File: src/design/cl_scrub_pkg.sv
/* Shared widths, burst constants and scrubber states for the DRAM scrub shell.
   Imported by every design unit that needs one of these definitions. */
`default_nettype none

package cl_scrub_pkg;

   // DDR write channel fields
   typedef logic [63:0]  ddr_addr_t;
   typedef logic [511:0] ddr_data_t;
   typedef logic [63:0]  ddr_strb_t;
   typedef logic [15:0]  ddr_id_t;

   // Same width as the AXI length field
   typedef logic [7:0]   beat_cnt_t;

   // DDR controller status port
   typedef logic [7:0]   stat_addr_t;
   typedef logic [31:0]  stat_data_t;
   typedef logic [7:0]   stat_int_t;

   localparam int      BEAT_BYTES = 64;
   localparam ddr_id_t SCRB_ID    = '0;

   typedef enum logic [2:0] {
      S_IDLE,
      S_ADDR,
      S_DATA,
      S_RESP,
      S_DONE
   } scrub_state_t;

endpackage

`default_nettype wire

File: src/design/scrub_ctl_if.sv
/* Control bundle between the scrub sequencer, the address counter and the write port */
`default_nettype none

interface scrub_ctl_if (input logic clk);
   import cl_scrub_pkg::*;

   // Sequencer requests
   logic      start;
   logic      issue_aw;
   logic      send_w;

   // Handshake completions from the write port
   logic      aw_done;
   logic      w_beat;
   logic      b_done;

   // Position within the region
   ddr_addr_t addr;
   beat_cnt_t beat;
   logic      last_beat;
   logic      last_burst;

   modport fsm (input clk, output start, issue_aw, send_w,
                input aw_done, w_beat, b_done, last_beat, last_burst);
   modport cnt (input clk, start, w_beat, b_done,
                output addr, beat, last_beat, last_burst);
   modport port (input clk, issue_aw, send_w, addr, last_beat,
                 output aw_done, w_beat, b_done);

endinterface

`default_nettype wire

File: src/design/scrub_fsm.sv
/* Scrub sequencer: walks each burst through address, data and response phases
   and holds the done state until the next reset. */
`default_nettype none

module scrub_fsm (
   input  logic         clk,
   input  logic         pipe_rst_n,
   input  logic         scrb_en,
   output logic         scrb_done,
   scrub_ctl_if.fsm     ctl
);
   import cl_scrub_pkg::*;

   scrub_state_t state;
   scrub_state_t state_nxt;

   always_ff @(posedge clk)
   begin
      if (!pipe_rst_n)
         state <= S_IDLE;
      else
         state <= state_nxt;
   end

   always_comb
   begin
      state_nxt = state;
      case (state)
         S_IDLE:
            if (scrb_en)
               state_nxt = S_ADDR;
         S_ADDR:
            if (ctl.aw_done)
               state_nxt = S_DATA;
         // Leave once the beat flagged as last has been accepted
         S_DATA:
            if (ctl.w_beat && ctl.last_beat)
               state_nxt = S_RESP;
         S_RESP:
         begin
            if (ctl.b_done)
               state_nxt = ctl.last_burst ? S_DONE : S_ADDR;
         end
         S_DONE:
            state_nxt = S_DONE;
         default:
            state_nxt = S_IDLE;
      endcase
   end

   // Counter restarts on the way out of idle
   assign ctl.start    = (state == S_IDLE) && scrb_en;
   assign ctl.issue_aw = (state == S_ADDR);
   assign ctl.send_w   = (state == S_DATA);

   assign scrb_done = (state == S_DONE);

endmodule

`default_nettype wire

File: src/design/scrub_addr_counter.sv
/* Tracks the current burst address and the beat within it, and flags the last
   beat of a burst and the last burst of the region. */
`default_nettype none

module scrub_addr_counter #(
   parameter cl_scrub_pkg::ddr_addr_t SCRB_MAX_ADDR         = 64'h1FFF,
   parameter int                      SCRB_BURST_LEN_MINUS1 = 15
) (
   input  logic         clk,
   input  logic         pipe_rst_n,
   scrub_ctl_if.cnt     ctl
);
   import cl_scrub_pkg::*;

   localparam ddr_addr_t BURST_BYTES = ddr_addr_t'((SCRB_BURST_LEN_MINUS1 + 1) * BEAT_BYTES);

   ddr_addr_t next_addr;

   always_ff @(posedge clk)
   begin
      if (!pipe_rst_n || ctl.start)
      begin
         ctl.addr <= '0;
         ctl.beat <= '0;
      end
      else if (ctl.b_done)
      begin
         ctl.addr <= next_addr;
         ctl.beat <= '0;
      end
      else if (ctl.w_beat)
         ctl.beat <= ctl.beat + 1'b1;
   end

   assign next_addr = ctl.addr + BURST_BYTES;

   assign ctl.last_beat  = (ctl.beat == beat_cnt_t'(SCRB_BURST_LEN_MINUS1));
   // Next burst would start beyond the region
   assign ctl.last_burst = (next_addr > SCRB_MAX_ADDR);

endmodule

`default_nettype wire

File: src/design/scrub_wr_port.sv
/* DDR write channel driver for the scrubber: zero data, full strobes, valid
   held under back-pressure, and a sticky error on a bad write response. */
`default_nettype none

module scrub_wr_port #(
   parameter int SCRB_BURST_LEN_MINUS1 = 15
) (
   input  logic                      clk,
   input  logic                      pipe_rst_n,
   scrub_ctl_if.port                 ctl,
   output logic                      ddr_awvalid,
   output cl_scrub_pkg::ddr_addr_t   ddr_awaddr,
   output cl_scrub_pkg::beat_cnt_t   ddr_awlen,
   input  logic                      ddr_awready,
   output logic                      ddr_wvalid,
   output cl_scrub_pkg::ddr_data_t   ddr_wdata,
   output cl_scrub_pkg::ddr_strb_t   ddr_wstrb,
   output logic                      ddr_wlast,
   input  logic                      ddr_wready,
   input  logic                      ddr_bvalid,
   input  logic [1:0]                ddr_bresp,
   output logic                      scrb_err
);
   import cl_scrub_pkg::*;

   //////////////////////////////////////////////////
   // Address and data valids
   //////////////////////////////////////////////////
   always_ff @(posedge clk)
   begin
      if (!pipe_rst_n)
      begin
         ddr_awvalid <= 1'b0;
         ddr_wvalid  <= 1'b0;
      end
      else
      begin
         if (ctl.aw_done)
            ddr_awvalid <= 1'b0;
         else if (ctl.issue_aw)
            ddr_awvalid <= 1'b1;

         // Valid stays up across the burst, drops after the wlast beat
         if (ctl.w_beat && ddr_wlast)
            ddr_wvalid <= 1'b0;
         else if (ctl.send_w)
            ddr_wvalid <= 1'b1;
      end
   end

   // Address captured only while no request is outstanding
   always_ff @(posedge clk)
   begin
      if (ctl.issue_aw && !ddr_awvalid)
         ddr_awaddr <= ctl.addr;
   end

   assign ddr_awlen = beat_cnt_t'(SCRB_BURST_LEN_MINUS1);
   assign ddr_wdata = '0;
   assign ddr_wstrb = '1;
   assign ddr_wlast = ddr_wvalid && ctl.last_beat;

   //////////////////////////////////////////////////
   // Handshake pulses and response status
   //////////////////////////////////////////////////
   assign ctl.aw_done = ddr_awvalid && ddr_awready;
   assign ctl.w_beat  = ddr_wvalid && ddr_wready;
   assign ctl.b_done  = ddr_bvalid;

   always_ff @(posedge clk)
   begin
      if (!pipe_rst_n)
         scrb_err <= 1'b0;
      else if (ddr_bvalid && (ddr_bresp != 2'b00))
         scrb_err <= 1'b1;
   end

endmodule

`default_nettype wire

File: src/design/ddr_stat_pipe.sv
/* Retiming stages on the DDR controller status port, one chain per direction.
   Each chain delays its inputs by exactly STAT_STAGES clocks. */
`default_nettype none

module ddr_stat_pipe #(
   parameter int STAT_STAGES = 8
) (
   input  logic                     clk,
   input  logic                     pipe_rst_n,
   input  logic                     req_wr,
   input  logic                     req_rd,
   input  cl_scrub_pkg::stat_addr_t req_addr,
   input  cl_scrub_pkg::stat_data_t req_wdata,
   output logic                     fwd_wr,
   output logic                     fwd_rd,
   output cl_scrub_pkg::stat_addr_t fwd_addr,
   output cl_scrub_pkg::stat_data_t fwd_wdata,
   input  logic                     rsp_ack,
   input  cl_scrub_pkg::stat_data_t rsp_rdata,
   input  cl_scrub_pkg::stat_int_t  rsp_int,
   output logic                     ret_ack,
   output cl_scrub_pkg::stat_data_t ret_rdata,
   output cl_scrub_pkg::stat_int_t  ret_int
);
   import cl_scrub_pkg::*;

   logic [STAT_STAGES-1:0] wr_sr;
   logic [STAT_STAGES-1:0] rd_sr;
   logic [STAT_STAGES-1:0] ack_sr;
   stat_addr_t             addr_sr  [STAT_STAGES];
   stat_data_t             wdata_sr [STAT_STAGES];
   stat_data_t             rdata_sr [STAT_STAGES];
   stat_int_t              int_sr   [STAT_STAGES];

   //////////////////////////////////////////////////
   // Strobes, cleared by reset
   //////////////////////////////////////////////////
   always_ff @(posedge clk)
   begin
      if (!pipe_rst_n)
      begin
         wr_sr  <= '0;
         rd_sr  <= '0;
         ack_sr <= '0;
      end
      else
      begin
         wr_sr[0]  <= req_wr;
         rd_sr[0]  <= req_rd;
         ack_sr[0] <= rsp_ack;
         for (int i = 1; i < STAT_STAGES; i++)
         begin
            wr_sr[i]  <= wr_sr[i-1];
            rd_sr[i]  <= rd_sr[i-1];
            ack_sr[i] <= ack_sr[i-1];
         end
      end
   end

   // Payload follows its strobe
   always_ff @(posedge clk)
   begin
      addr_sr[0]  <= req_addr;
      wdata_sr[0] <= req_wdata;
      rdata_sr[0] <= rsp_rdata;
      int_sr[0]   <= rsp_int;
      for (int i = 1; i < STAT_STAGES; i++)
      begin
         addr_sr[i]  <= addr_sr[i-1];
         wdata_sr[i] <= wdata_sr[i-1];
         rdata_sr[i] <= rdata_sr[i-1];
         int_sr[i]   <= int_sr[i-1];
      end
   end

   assign fwd_wr    = wr_sr[STAT_STAGES-1];
   assign fwd_rd    = rd_sr[STAT_STAGES-1];
   assign fwd_addr  = addr_sr[STAT_STAGES-1];
   assign fwd_wdata = wdata_sr[STAT_STAGES-1];
   assign ret_ack   = ack_sr[STAT_STAGES-1];
   assign ret_rdata = rdata_sr[STAT_STAGES-1];
   assign ret_int   = int_sr[STAT_STAGES-1];

endmodule

`default_nettype wire

File: src/design/cl_dram_scrub.sv
/* Memory-side housekeeping of the accelerator shell: DDR region scrub after
   reset, status port retiming and the FLR done response. */
`default_nettype none

module cl_dram_scrub #(
   parameter cl_scrub_pkg::ddr_addr_t SCRB_MAX_ADDR         = 64'h1FFF,
   parameter int                      SCRB_BURST_LEN_MINUS1 = 15,
   parameter int                      STAT_STAGES           = 8
) (
   input  logic                     clk_main_a0,
   input  logic                     pipe_rst_n,

   input  logic                     sh_cl_flr_assert,
   output logic                     cl_sh_flr_done,

   input  logic                     scrb_en,
   output logic                     scrb_done,
   output logic                     scrb_err,

   output logic                     ddr_awvalid,
   output cl_scrub_pkg::ddr_addr_t  ddr_awaddr,
   output cl_scrub_pkg::ddr_id_t    ddr_awid,
   output cl_scrub_pkg::beat_cnt_t  ddr_awlen,
   input  logic                     ddr_awready,
   output logic                     ddr_wvalid,
   output cl_scrub_pkg::ddr_data_t  ddr_wdata,
   output cl_scrub_pkg::ddr_strb_t  ddr_wstrb,
   output logic                     ddr_wlast,
   input  logic                     ddr_wready,
   input  logic                     ddr_bvalid,
   input  logic [1:0]               ddr_bresp,
   output logic                     ddr_bready,

   input  logic                     sh_ddr_stat_wr,
   input  logic                     sh_ddr_stat_rd,
   input  cl_scrub_pkg::stat_addr_t sh_ddr_stat_addr,
   input  cl_scrub_pkg::stat_data_t sh_ddr_stat_wdata,
   output logic                     stat_wr_q,
   output logic                     stat_rd_q,
   output cl_scrub_pkg::stat_addr_t stat_addr_q,
   output cl_scrub_pkg::stat_data_t stat_wdata_q,

   input  logic                     stat_ack_q,
   input  cl_scrub_pkg::stat_data_t stat_rdata_q,
   input  cl_scrub_pkg::stat_int_t  stat_int_q,
   output logic                     ddr_sh_stat_ack,
   output cl_scrub_pkg::stat_data_t ddr_sh_stat_rdata,
   output cl_scrub_pkg::stat_int_t  ddr_sh_stat_int
);
   import cl_scrub_pkg::*;

   logic sh_cl_flr_assert_q;

   // FLR answered with a single-cycle done, even while the request stays high
   always_ff @(posedge clk_main_a0)
   begin
      if (!pipe_rst_n)
      begin
         sh_cl_flr_assert_q <= 1'b0;
         cl_sh_flr_done     <= 1'b0;
      end
      else
      begin
         sh_cl_flr_assert_q <= sh_cl_flr_assert;
         cl_sh_flr_done     <= sh_cl_flr_assert_q && !cl_sh_flr_done;
      end
   end

   //////////////////////////////////////////////////
   // DDR scrubber
   //////////////////////////////////////////////////
   assign ddr_awid   = SCRB_ID;
   assign ddr_bready = 1'b1;

   scrub_ctl_if u_ctl_if (.clk(clk_main_a0));

   scrub_fsm u_fsm (
      .clk        (clk_main_a0),
      .pipe_rst_n (pipe_rst_n),
      .scrb_en    (scrb_en),
      .scrb_done  (scrb_done),
      .ctl        (u_ctl_if.fsm)
   );

   scrub_addr_counter #(
      .SCRB_MAX_ADDR         (SCRB_MAX_ADDR),
      .SCRB_BURST_LEN_MINUS1 (SCRB_BURST_LEN_MINUS1)
   ) u_addr_counter (
      .clk        (clk_main_a0),
      .pipe_rst_n (pipe_rst_n),
      .ctl        (u_ctl_if.cnt)
   );

   scrub_wr_port #(
      .SCRB_BURST_LEN_MINUS1 (SCRB_BURST_LEN_MINUS1)
   ) u_wr_port (
      .clk         (clk_main_a0),
      .pipe_rst_n  (pipe_rst_n),
      .ctl         (u_ctl_if.port),
      .ddr_awvalid (ddr_awvalid),
      .ddr_awaddr  (ddr_awaddr),
      .ddr_awlen   (ddr_awlen),
      .ddr_awready (ddr_awready),
      .ddr_wvalid  (ddr_wvalid),
      .ddr_wdata   (ddr_wdata),
      .ddr_wstrb   (ddr_wstrb),
      .ddr_wlast   (ddr_wlast),
      .ddr_wready  (ddr_wready),
      .ddr_bvalid  (ddr_bvalid),
      .ddr_bresp   (ddr_bresp),
      .scrb_err    (scrb_err)
   );

   //////////////////////////////////////////////////
   // Status port retiming
   //////////////////////////////////////////////////
   ddr_stat_pipe #(
      .STAT_STAGES (STAT_STAGES)
   ) u_stat_pipe (
      .clk        (clk_main_a0),
      .pipe_rst_n (pipe_rst_n),
      .req_wr     (sh_ddr_stat_wr),
      .req_rd     (sh_ddr_stat_rd),
      .req_addr   (sh_ddr_stat_addr),
      .req_wdata  (sh_ddr_stat_wdata),
      .fwd_wr     (stat_wr_q),
      .fwd_rd     (stat_rd_q),
      .fwd_addr   (stat_addr_q),
      .fwd_wdata  (stat_wdata_q),
      .rsp_ack    (stat_ack_q),
      .rsp_rdata  (stat_rdata_q),
      .rsp_int    (stat_int_q),
      .ret_ack    (ddr_sh_stat_ack),
      .ret_rdata  (ddr_sh_stat_rdata),
      .ret_int    (ddr_sh_stat_int)
   );

endmodule

`default_nettype wire

File: config.mk
export PLATFORM = sky130hd
export DESIGN_NAME = cl_dram_scrub
export DESIGN_NICKNAME = d
export VERILOG_FILES = /design/src/design/cl_scrub_pkg.sv /design/src/design/scrub_ctl_if.sv /design/src/design/scrub_fsm.sv /design/src/design/scrub_addr_counter.sv /design/src/design/scrub_wr_port.sv /design/src/design/ddr_stat_pipe.sv /design/src/design/cl_dram_scrub.sv
export SDC_FILE = /design/constraint.sdc
export NUM_CORES = 1
export LEC_CHECK = 0
export ABC_CLOCK_PERIOD_IN_PS = 7200
export BUFFER_PORTS_ARGS = -buffer_cell sky130_fd_sc_hd__buf_2
export CAP_MARGIN = 20
export CORE_AREA = 2 2 327 329
export DETAILED_ROUTE_END_ITERATION = 8
export DIE_AREA = 0 0 329 331
export PLACE_DENSITY = 0.47
export SLEW_MARGIN = 15
export SYNTH_ARGS = -nofsm -noshare
export SYNTH_HDL_FRONTEND = slang
export SYNTH_SLANG_ARGS = --single-unit
File: constraint.sdc
create_clock -name clk_main_a0 -period 7.2 [get_ports clk_main_a0]
set_input_delay 0.36 -clock clk_main_a0 [delete_from_list [all_inputs] [get_ports clk_main_a0]]
set_output_delay 0.36 -clock clk_main_a0 [all_outputs]
set_load 0.02 [all_outputs]
# --- Word-level counts from Yosys, hierarchy flattened ---
# Memories as Yosys holds them, arrays and structs flattened.
# Index checks and enable logic that the tools add are counted.
op_classes:
  n_mux: 6
  addsub: 2
  n_bitwise: 1
  n_lt_le_gt_ge: 1
  reduce_logical: 19
  eq_ne: 9
ops:
  columns: ["cell", "n"]
  rows:
  - ["adder 64 x 11 -> 64 bit, second input constant", 1]
  - ["greater-than comparator 64 x 13 -> 1 bit, second input constant", 1]
  - ["two-way mux 3 bit", 5]
  - ["one-hot mux 3 bit (5 select lines)", 1]
  - ["logical AND 1 bit", 9]
  - ["adder 8 x 1 -> 8 bit, second input constant", 1]
  - ["equality test 8 x 4 -> 1 bit, second input constant", 1]
  - ["equality test 3 x 2 -> 1 bit, second input constant", 2]
  - ["!= test 2 bit, second input constant", 3]
  - ["OR reduction 2 bit", 3]
  - ["AND reduction 4 bit", 1]
  - ["equality test 3 x 1 -> 1 bit, second input constant", 1]
  - ["equality test 3 bit, second input constant", 1]
  - ["zero test 1 bit", 3]
  - ["zero test 3 bit", 1]
  - ["!= test 2 x 1 -> 1 bit, second input constant", 1]
  - ["nonzero test 2 bit", 1]
  - ["logical OR 1 bit", 1]
  - ["NOT 1 bit", 1]
totals:
  in_bits: 92
  word_cells: 54
  out_inout_bits: 754
  n_memories: 4
  regBits: 168
  mem_bits_rw: 640
mem_list:
  columns: ["memory", "depth", "width", "read_ports", "rd_ports_with_merged_regs", "write_ports", "line", "rtl"]
  rows:
  - ["u_stat_pipe.rdata_sr", 8, 32, 8, 0, 8, "ddr_stat_pipe.sv:32", "stat_data_t rdata_sr [STAT_STAGES];"]
  - ["u_stat_pipe.wdata_sr", 8, 32, 8, 0, 8, "ddr_stat_pipe.sv:31", "stat_data_t wdata_sr [STAT_STAGES];"]
  - ["u_stat_pipe.addr_sr", 8, 8, 8, 0, 8, "ddr_stat_pipe.sv:30", "stat_addr_t addr_sr [STAT_STAGES];"]
  - ["u_stat_pipe.int_sr", 8, 8, 8, 0, 8, "ddr_stat_pipe.sv:33", "stat_int_t int_sr [STAT_STAGES];"]

# --- Longest topological paths before layout ---
logic_depth:
  ltp_word: 5
  depth_mapped: 10
  ltp_nobuf: 9

# --- By module ---
# From an unflattened synthesis, not the netlist that was laid out.
unflattened:
  hier_cells: 1993
  hier_area_um2: 24938.9
modules_own_cells:
  columns: ["module", "n_inst", "area_each_um2", "seq_area_each_um2", "cells_per_inst"]
  rows:
  - ["ddr_stat_pipe", 1, 14088.5, 13292.7, 770]
  - ["scrub_wr_port", 1, 6448.7, 1981.9, 665]
  - ["scrub_addr_counter", 1, 4040.1, 1241.2, 514]
  - ["cl_dram_scrub", 1, 190.2, 40.0, 23]
  - ["scrub_fsm", 1, 171.4, 60.1, 21]

# --- Least setup slack after synthesis ---
# OpenSTA, ideal clock, no wires.
synth_path:
  path_kind: "reg-to-reg"
  from: "register u_fsm.state[0]"
  to: "register u_wr_port.ddr_awaddr[10] (enable)"
  t_arrival_ns: 6.228
  setup_ns: 0.622
  path_slack_ns: 0.350
  required_time_ns: 6.578
  path_buffers: 1
  period_less_slack_ns: 6.850
  path_stages_with_launch: 3
  cell_sequence: "dfxtp_1 clkbuf_1 nor4b_1"
synth_between:
  elab_chain_cells: 2
synth_lines:
  columns: ["element", "line", "rtl"]
  rows:
  - ["start, declared", "scrub_fsm.sv:14", "scrub_state_t state;"]
  - ["start signal, assigned", "scrub_fsm.sv:22", "state <= state_nxt;"]
  - ["equality test 3 x 1 -> 1 bit", "scrub_fsm.sv:53", "assign ctl.issue_aw = (state == S_ADDR);"]
  - ["logical AND 1 bit", "scrub_wr_port.sv:54", "if (ctl.issue_aw && !ddr_awvalid)"]
  - ["end signal, assigned", "scrub_wr_port.sv:55", "ddr_awaddr <= ctl.addr;"]
  - ["end, declared", "scrub_wr_port.sv:12", "output cl_scrub_pkg::ddr_addr_t ddr_awaddr,"]
# No other way between the ends.
# A chain may end at the register's enable or synchronous reset.

# --- Worst setup path after layout ---
layout_path:
  from: "register u_addr_counter.ctl.addr[10]"
  to: "register u_addr_counter.ctl.addr[56]"
layout_between:
  elab_chain_cells: 1
layout_lines:
  columns: ["element", "line", "rtl"]
  rows:
  - ["start, declared", "scrub_ctl_if.sv:26", "output addr, beat, last_beat, last_burst);"]
  - ["start signal, assigned", "scrub_addr_counter.sv:28", "ctl.addr <= next_addr;"]
  - ["adder 64 x 11 -> 64 bit", "scrub_addr_counter.sv:35", "assign next_addr = ctl.addr + BURST_BYTES;"]
# No other way between the ends.

==> metrics.md <==
| Metric | Value |
|---|---|
| CTS tree | `built` |
| Setup crit end kind | `flop` |
| Die W | `329 um` |
| Synth-to-Final Area Change | `14.4%` |
| Maximum clock frequency | `0.301 GHz` |
| Initial Utilization | `23.4%` |
| Total GRT Usage | `6.75%` |
| Avg WL per Cell | `10.7 um` |
| P per Cell Area | `336 nW/um^2` |
| VDD IR max | `251 uV` |
| Total wire length | `40,100 um` |
| RR Startpoint | `u_addr_counter.ctl.addr[10]$_SDFFE_PP0P_` |
| P_leak | `12.2 nW` |
| Synth top area share | `59.8%` |
| Clock Sinks | `788` |
| Vias | `11.7k` |
| Max-Cap Viols | `0` |
| Clock Skews | `0.0253 ns` |
| Root Driver | `clkbuf_16` |
| Worst-path clk slew | `0.06 ns` |
| Chip height | `331 um` |
| Critical Path Start | `u_addr_counter.ctl.addr[10]$_SDFFE_PP0P_` |
| Library cells used by synthesis | `56` |
| Synth async-reset ratio | `0%` |
| Die area | `109,000 um^2` |
| Warnings, synthesis | `0` |
| Post-synth top cells | `734 x dfxtp_1, 691 x buf_4, 66 x nor2_1, 54 x edfxtp_1, 48 x nand2_1` |
| Antenna Nets Post-Route | `0` |
| Routability cong. | `0.857` |
| Global route overflow | `0` |
| Final instance area | `28,100 um^2` |
| # fillers | `11.0k` |
| Top-count cell post-synth | `dfxtp_1` |
| First-pass GRT wire length | `57,000 um` |
| Dpl hpwl | `27,300 um` |
| Largest net degree at the start of global routing | `56` |
| Pins Over Slew Limit | `0` |
| Synthesized area per cell | `12.3 um^2` |
| Number of synthesized register bits | `788` |
| Startpoint type of the worst setup path | `flop` |
| Avg Vias per Cell | `3.13` |
| Drt pass-1 iters | `5` |
| EDFF count, synth | `54` |
| Cells after DPL | `3,504` |
| Slew headroom | `38.1%` |
| Residual DRC | `0` |
| Status | `finished, final reports clean` |
| Hold crit path type | `input port to flop` |
| Initial antenna violation count | `9` |
| Layout Cells excl Fill | `3,744` |
| Synth top area cells | `dfxtp_1 60%, buf_4 21%, edfxtp_1 6.6%` |
| Crit path kind | `flop to flop` |
| Vias in the first global route | `10.1k` |
| Cts repair resizes | `0` |
| I/O Buffers | `234` |
| Nets | `2,379` |
| Worst hold start | `ddr_awready` |
| TritonCTS Buffers | `83` |
| Hold-fix buffers, CTS | `87` |
| Crit path required time | `7.75 ns` |
| Cell Area, Synth | `24,600 um^2` |
| Initial DRC count | `527` |
| Clk_lat worst skew | `0.64 ns` |
| Core Box Area | `105,000 um^2` |
| Hold Fails Final Rpt | `0` |
| Crit path DAT | `3.87 ns` |
| Post-placement cell area | `24,400 um^2` |
| Main synth FF type | `dfxtp_1` |
| Leading area contributor after synthesis | `dfxtp_1` |
| FP Rows | `119` |
| Min Tclk post-route | `3.32 ns` |
| Unrepaired setup endpoints after global routing | `false` |
| Final Setup Violations | `0` |
| Final setup TNS | `0 ns` |
| Setup Fix Bufs, Post-CTS | `0` |
| IO Pins | `846` |
| Final period util | `46.1%` |
| Cell count after synthesis | `2,002` |
| Measured slew at the worst slew-check pin | `0.922 ns` |
| CTS Buffer Depth | `3` |
| Seq/Total Area, Yosys | `66.4%` |
| Crit-path max FO | `10` |
| Layout cells sized above 1 | `16.5%` |
| H-tree Lvls | `3` |
-- cells by family after synthesis --
family	count (synthesis)	synth area share (%)
simple gates	312	6.85
xor+xnor	60	2.14
mux	4	0.163
other cells	2	0.0306
flops	788	66.4
buf+inv	743	22.0
compound gates	91	2.32
fa+ha+maj	2	0.102
-- through the flow --
step                util, %  worst slack (ns)  total power [mW]  hold WS (ns)
CTS                    26.8              3.90              9.67       0.00892
global route           26.8              3.55              9.90        0.0281
detailed placement     23.3              3.96              5.23         0.312
finish                 26.8              3.88              9.46        0.0859
floorplan                 -             0.350              5.41         0.310
global placement       23.3              3.96              5.22         0.309
-- worst paths after layout --
check / endpoint / slack (ns) / depth (start not counted)
worst max register to register: u_addr_counter.ctl.addr[56]$_SDFFE_PP0P_ / 3.88 / 8
worst min register to register: u_stat_pipe.addr_sr[0][14]$_DFF_P_ / 0.31 / 0
worst min-delay path: u_wr_port.ddr_awvalid$_SDFFE_PP0N_ / 0.09 / 3
worst max-delay path: u_addr_counter.ctl.addr[56]$_SDFFE_PP0P_ / 3.88 / 8
-- sequential cells by signal (all words and copies together) (netlist names) --
signal,count
u_stat_pipe.rdata_sr,256
u_stat_pipe.wdata_sr,256
u_stat_pipe.addr_sr,64
u_stat_pipe.int_sr,64
u_addr_counter.ctl.addr,54
u_wr_port.ddr_awaddr,54
u_addr_counter.ctl.beat,8
u_stat_pipe.ack_sr,8
u_stat_pipe.rd_sr,8
u_stat_pipe.wr_sr,8
u_fsm.state,3
cl_sh_flr_done,1
sh_cl_flr_assert_q,1
u_wr_port.ddr_awvalid,1
u_wr_port.ddr_wvalid,1
u_wr_port.scrb_err,1
-- report_power, final --
group | internal, mW | switching (mW) | leakage [nW]
combinational | 0.0841 | 0.406 | 4.10
clock | 2.55 | 1.74 | 1.40
sequential | 4.63 | 0.0547 | 6.68
total | 7.26 | 2.20 | 12.2
-- cell usage in the layout, fill, tap and decap left out, types with 9 or more instances in the layout --
cell,n
nand2_1,48
nor2_1,66
nand3_1,31
and2_1,27
or3_1,23
xor2_1,33
conb_1,611
edfxtp_1,54
clkbuf_16,85
dlygate4sd3_1,87
a21oi_1,24
and3_1,9
nor3_1,21
clkinv_2,17
nand4_1,36
buf_2,234
clkbuf_8,13
xnor2_1,27
nor4_1,16
clkbuf_1,11
o21ai_0,29
dfxtp_1,734
-- critical path: stages, from the launching register on --
cell and delay [ns]:
dfxtp_1 0.50, ha_1 0.32, and3_1 0.45, nand3_1 0.23
nor4_1 0.31, nand4_1 0.34, or4_1 0.61, or3_1 0.34
a21oi_1 0.15
-- layout make-up --
class | count | area (um^2) | area share [%]
multi-input combinational | 1080 | 5140 | 18.3
tap | 1391 | 1740 | 6.19
clock buffer | 109 | 2350 | 8.35
clock inverter | 42 | 480 | 1.71
timing repair buffer | 324 | 2060 | 7.34
sequential | 788 | 16300 | 58.0
inverter | 8 | 30.0 | 0.107
antenna | 2 | 5.00 | 0.0178
-- routing by layer --
layer	wire, um	track usage (%)	up-vias
met5	46	0	-
met4	1800	4.45	6
met3	3060	1.98	98
met2	18400	9.99	470
met1	16800	8.54	5359
li1	-	-	5778
(Power assumes the default switching activity.)
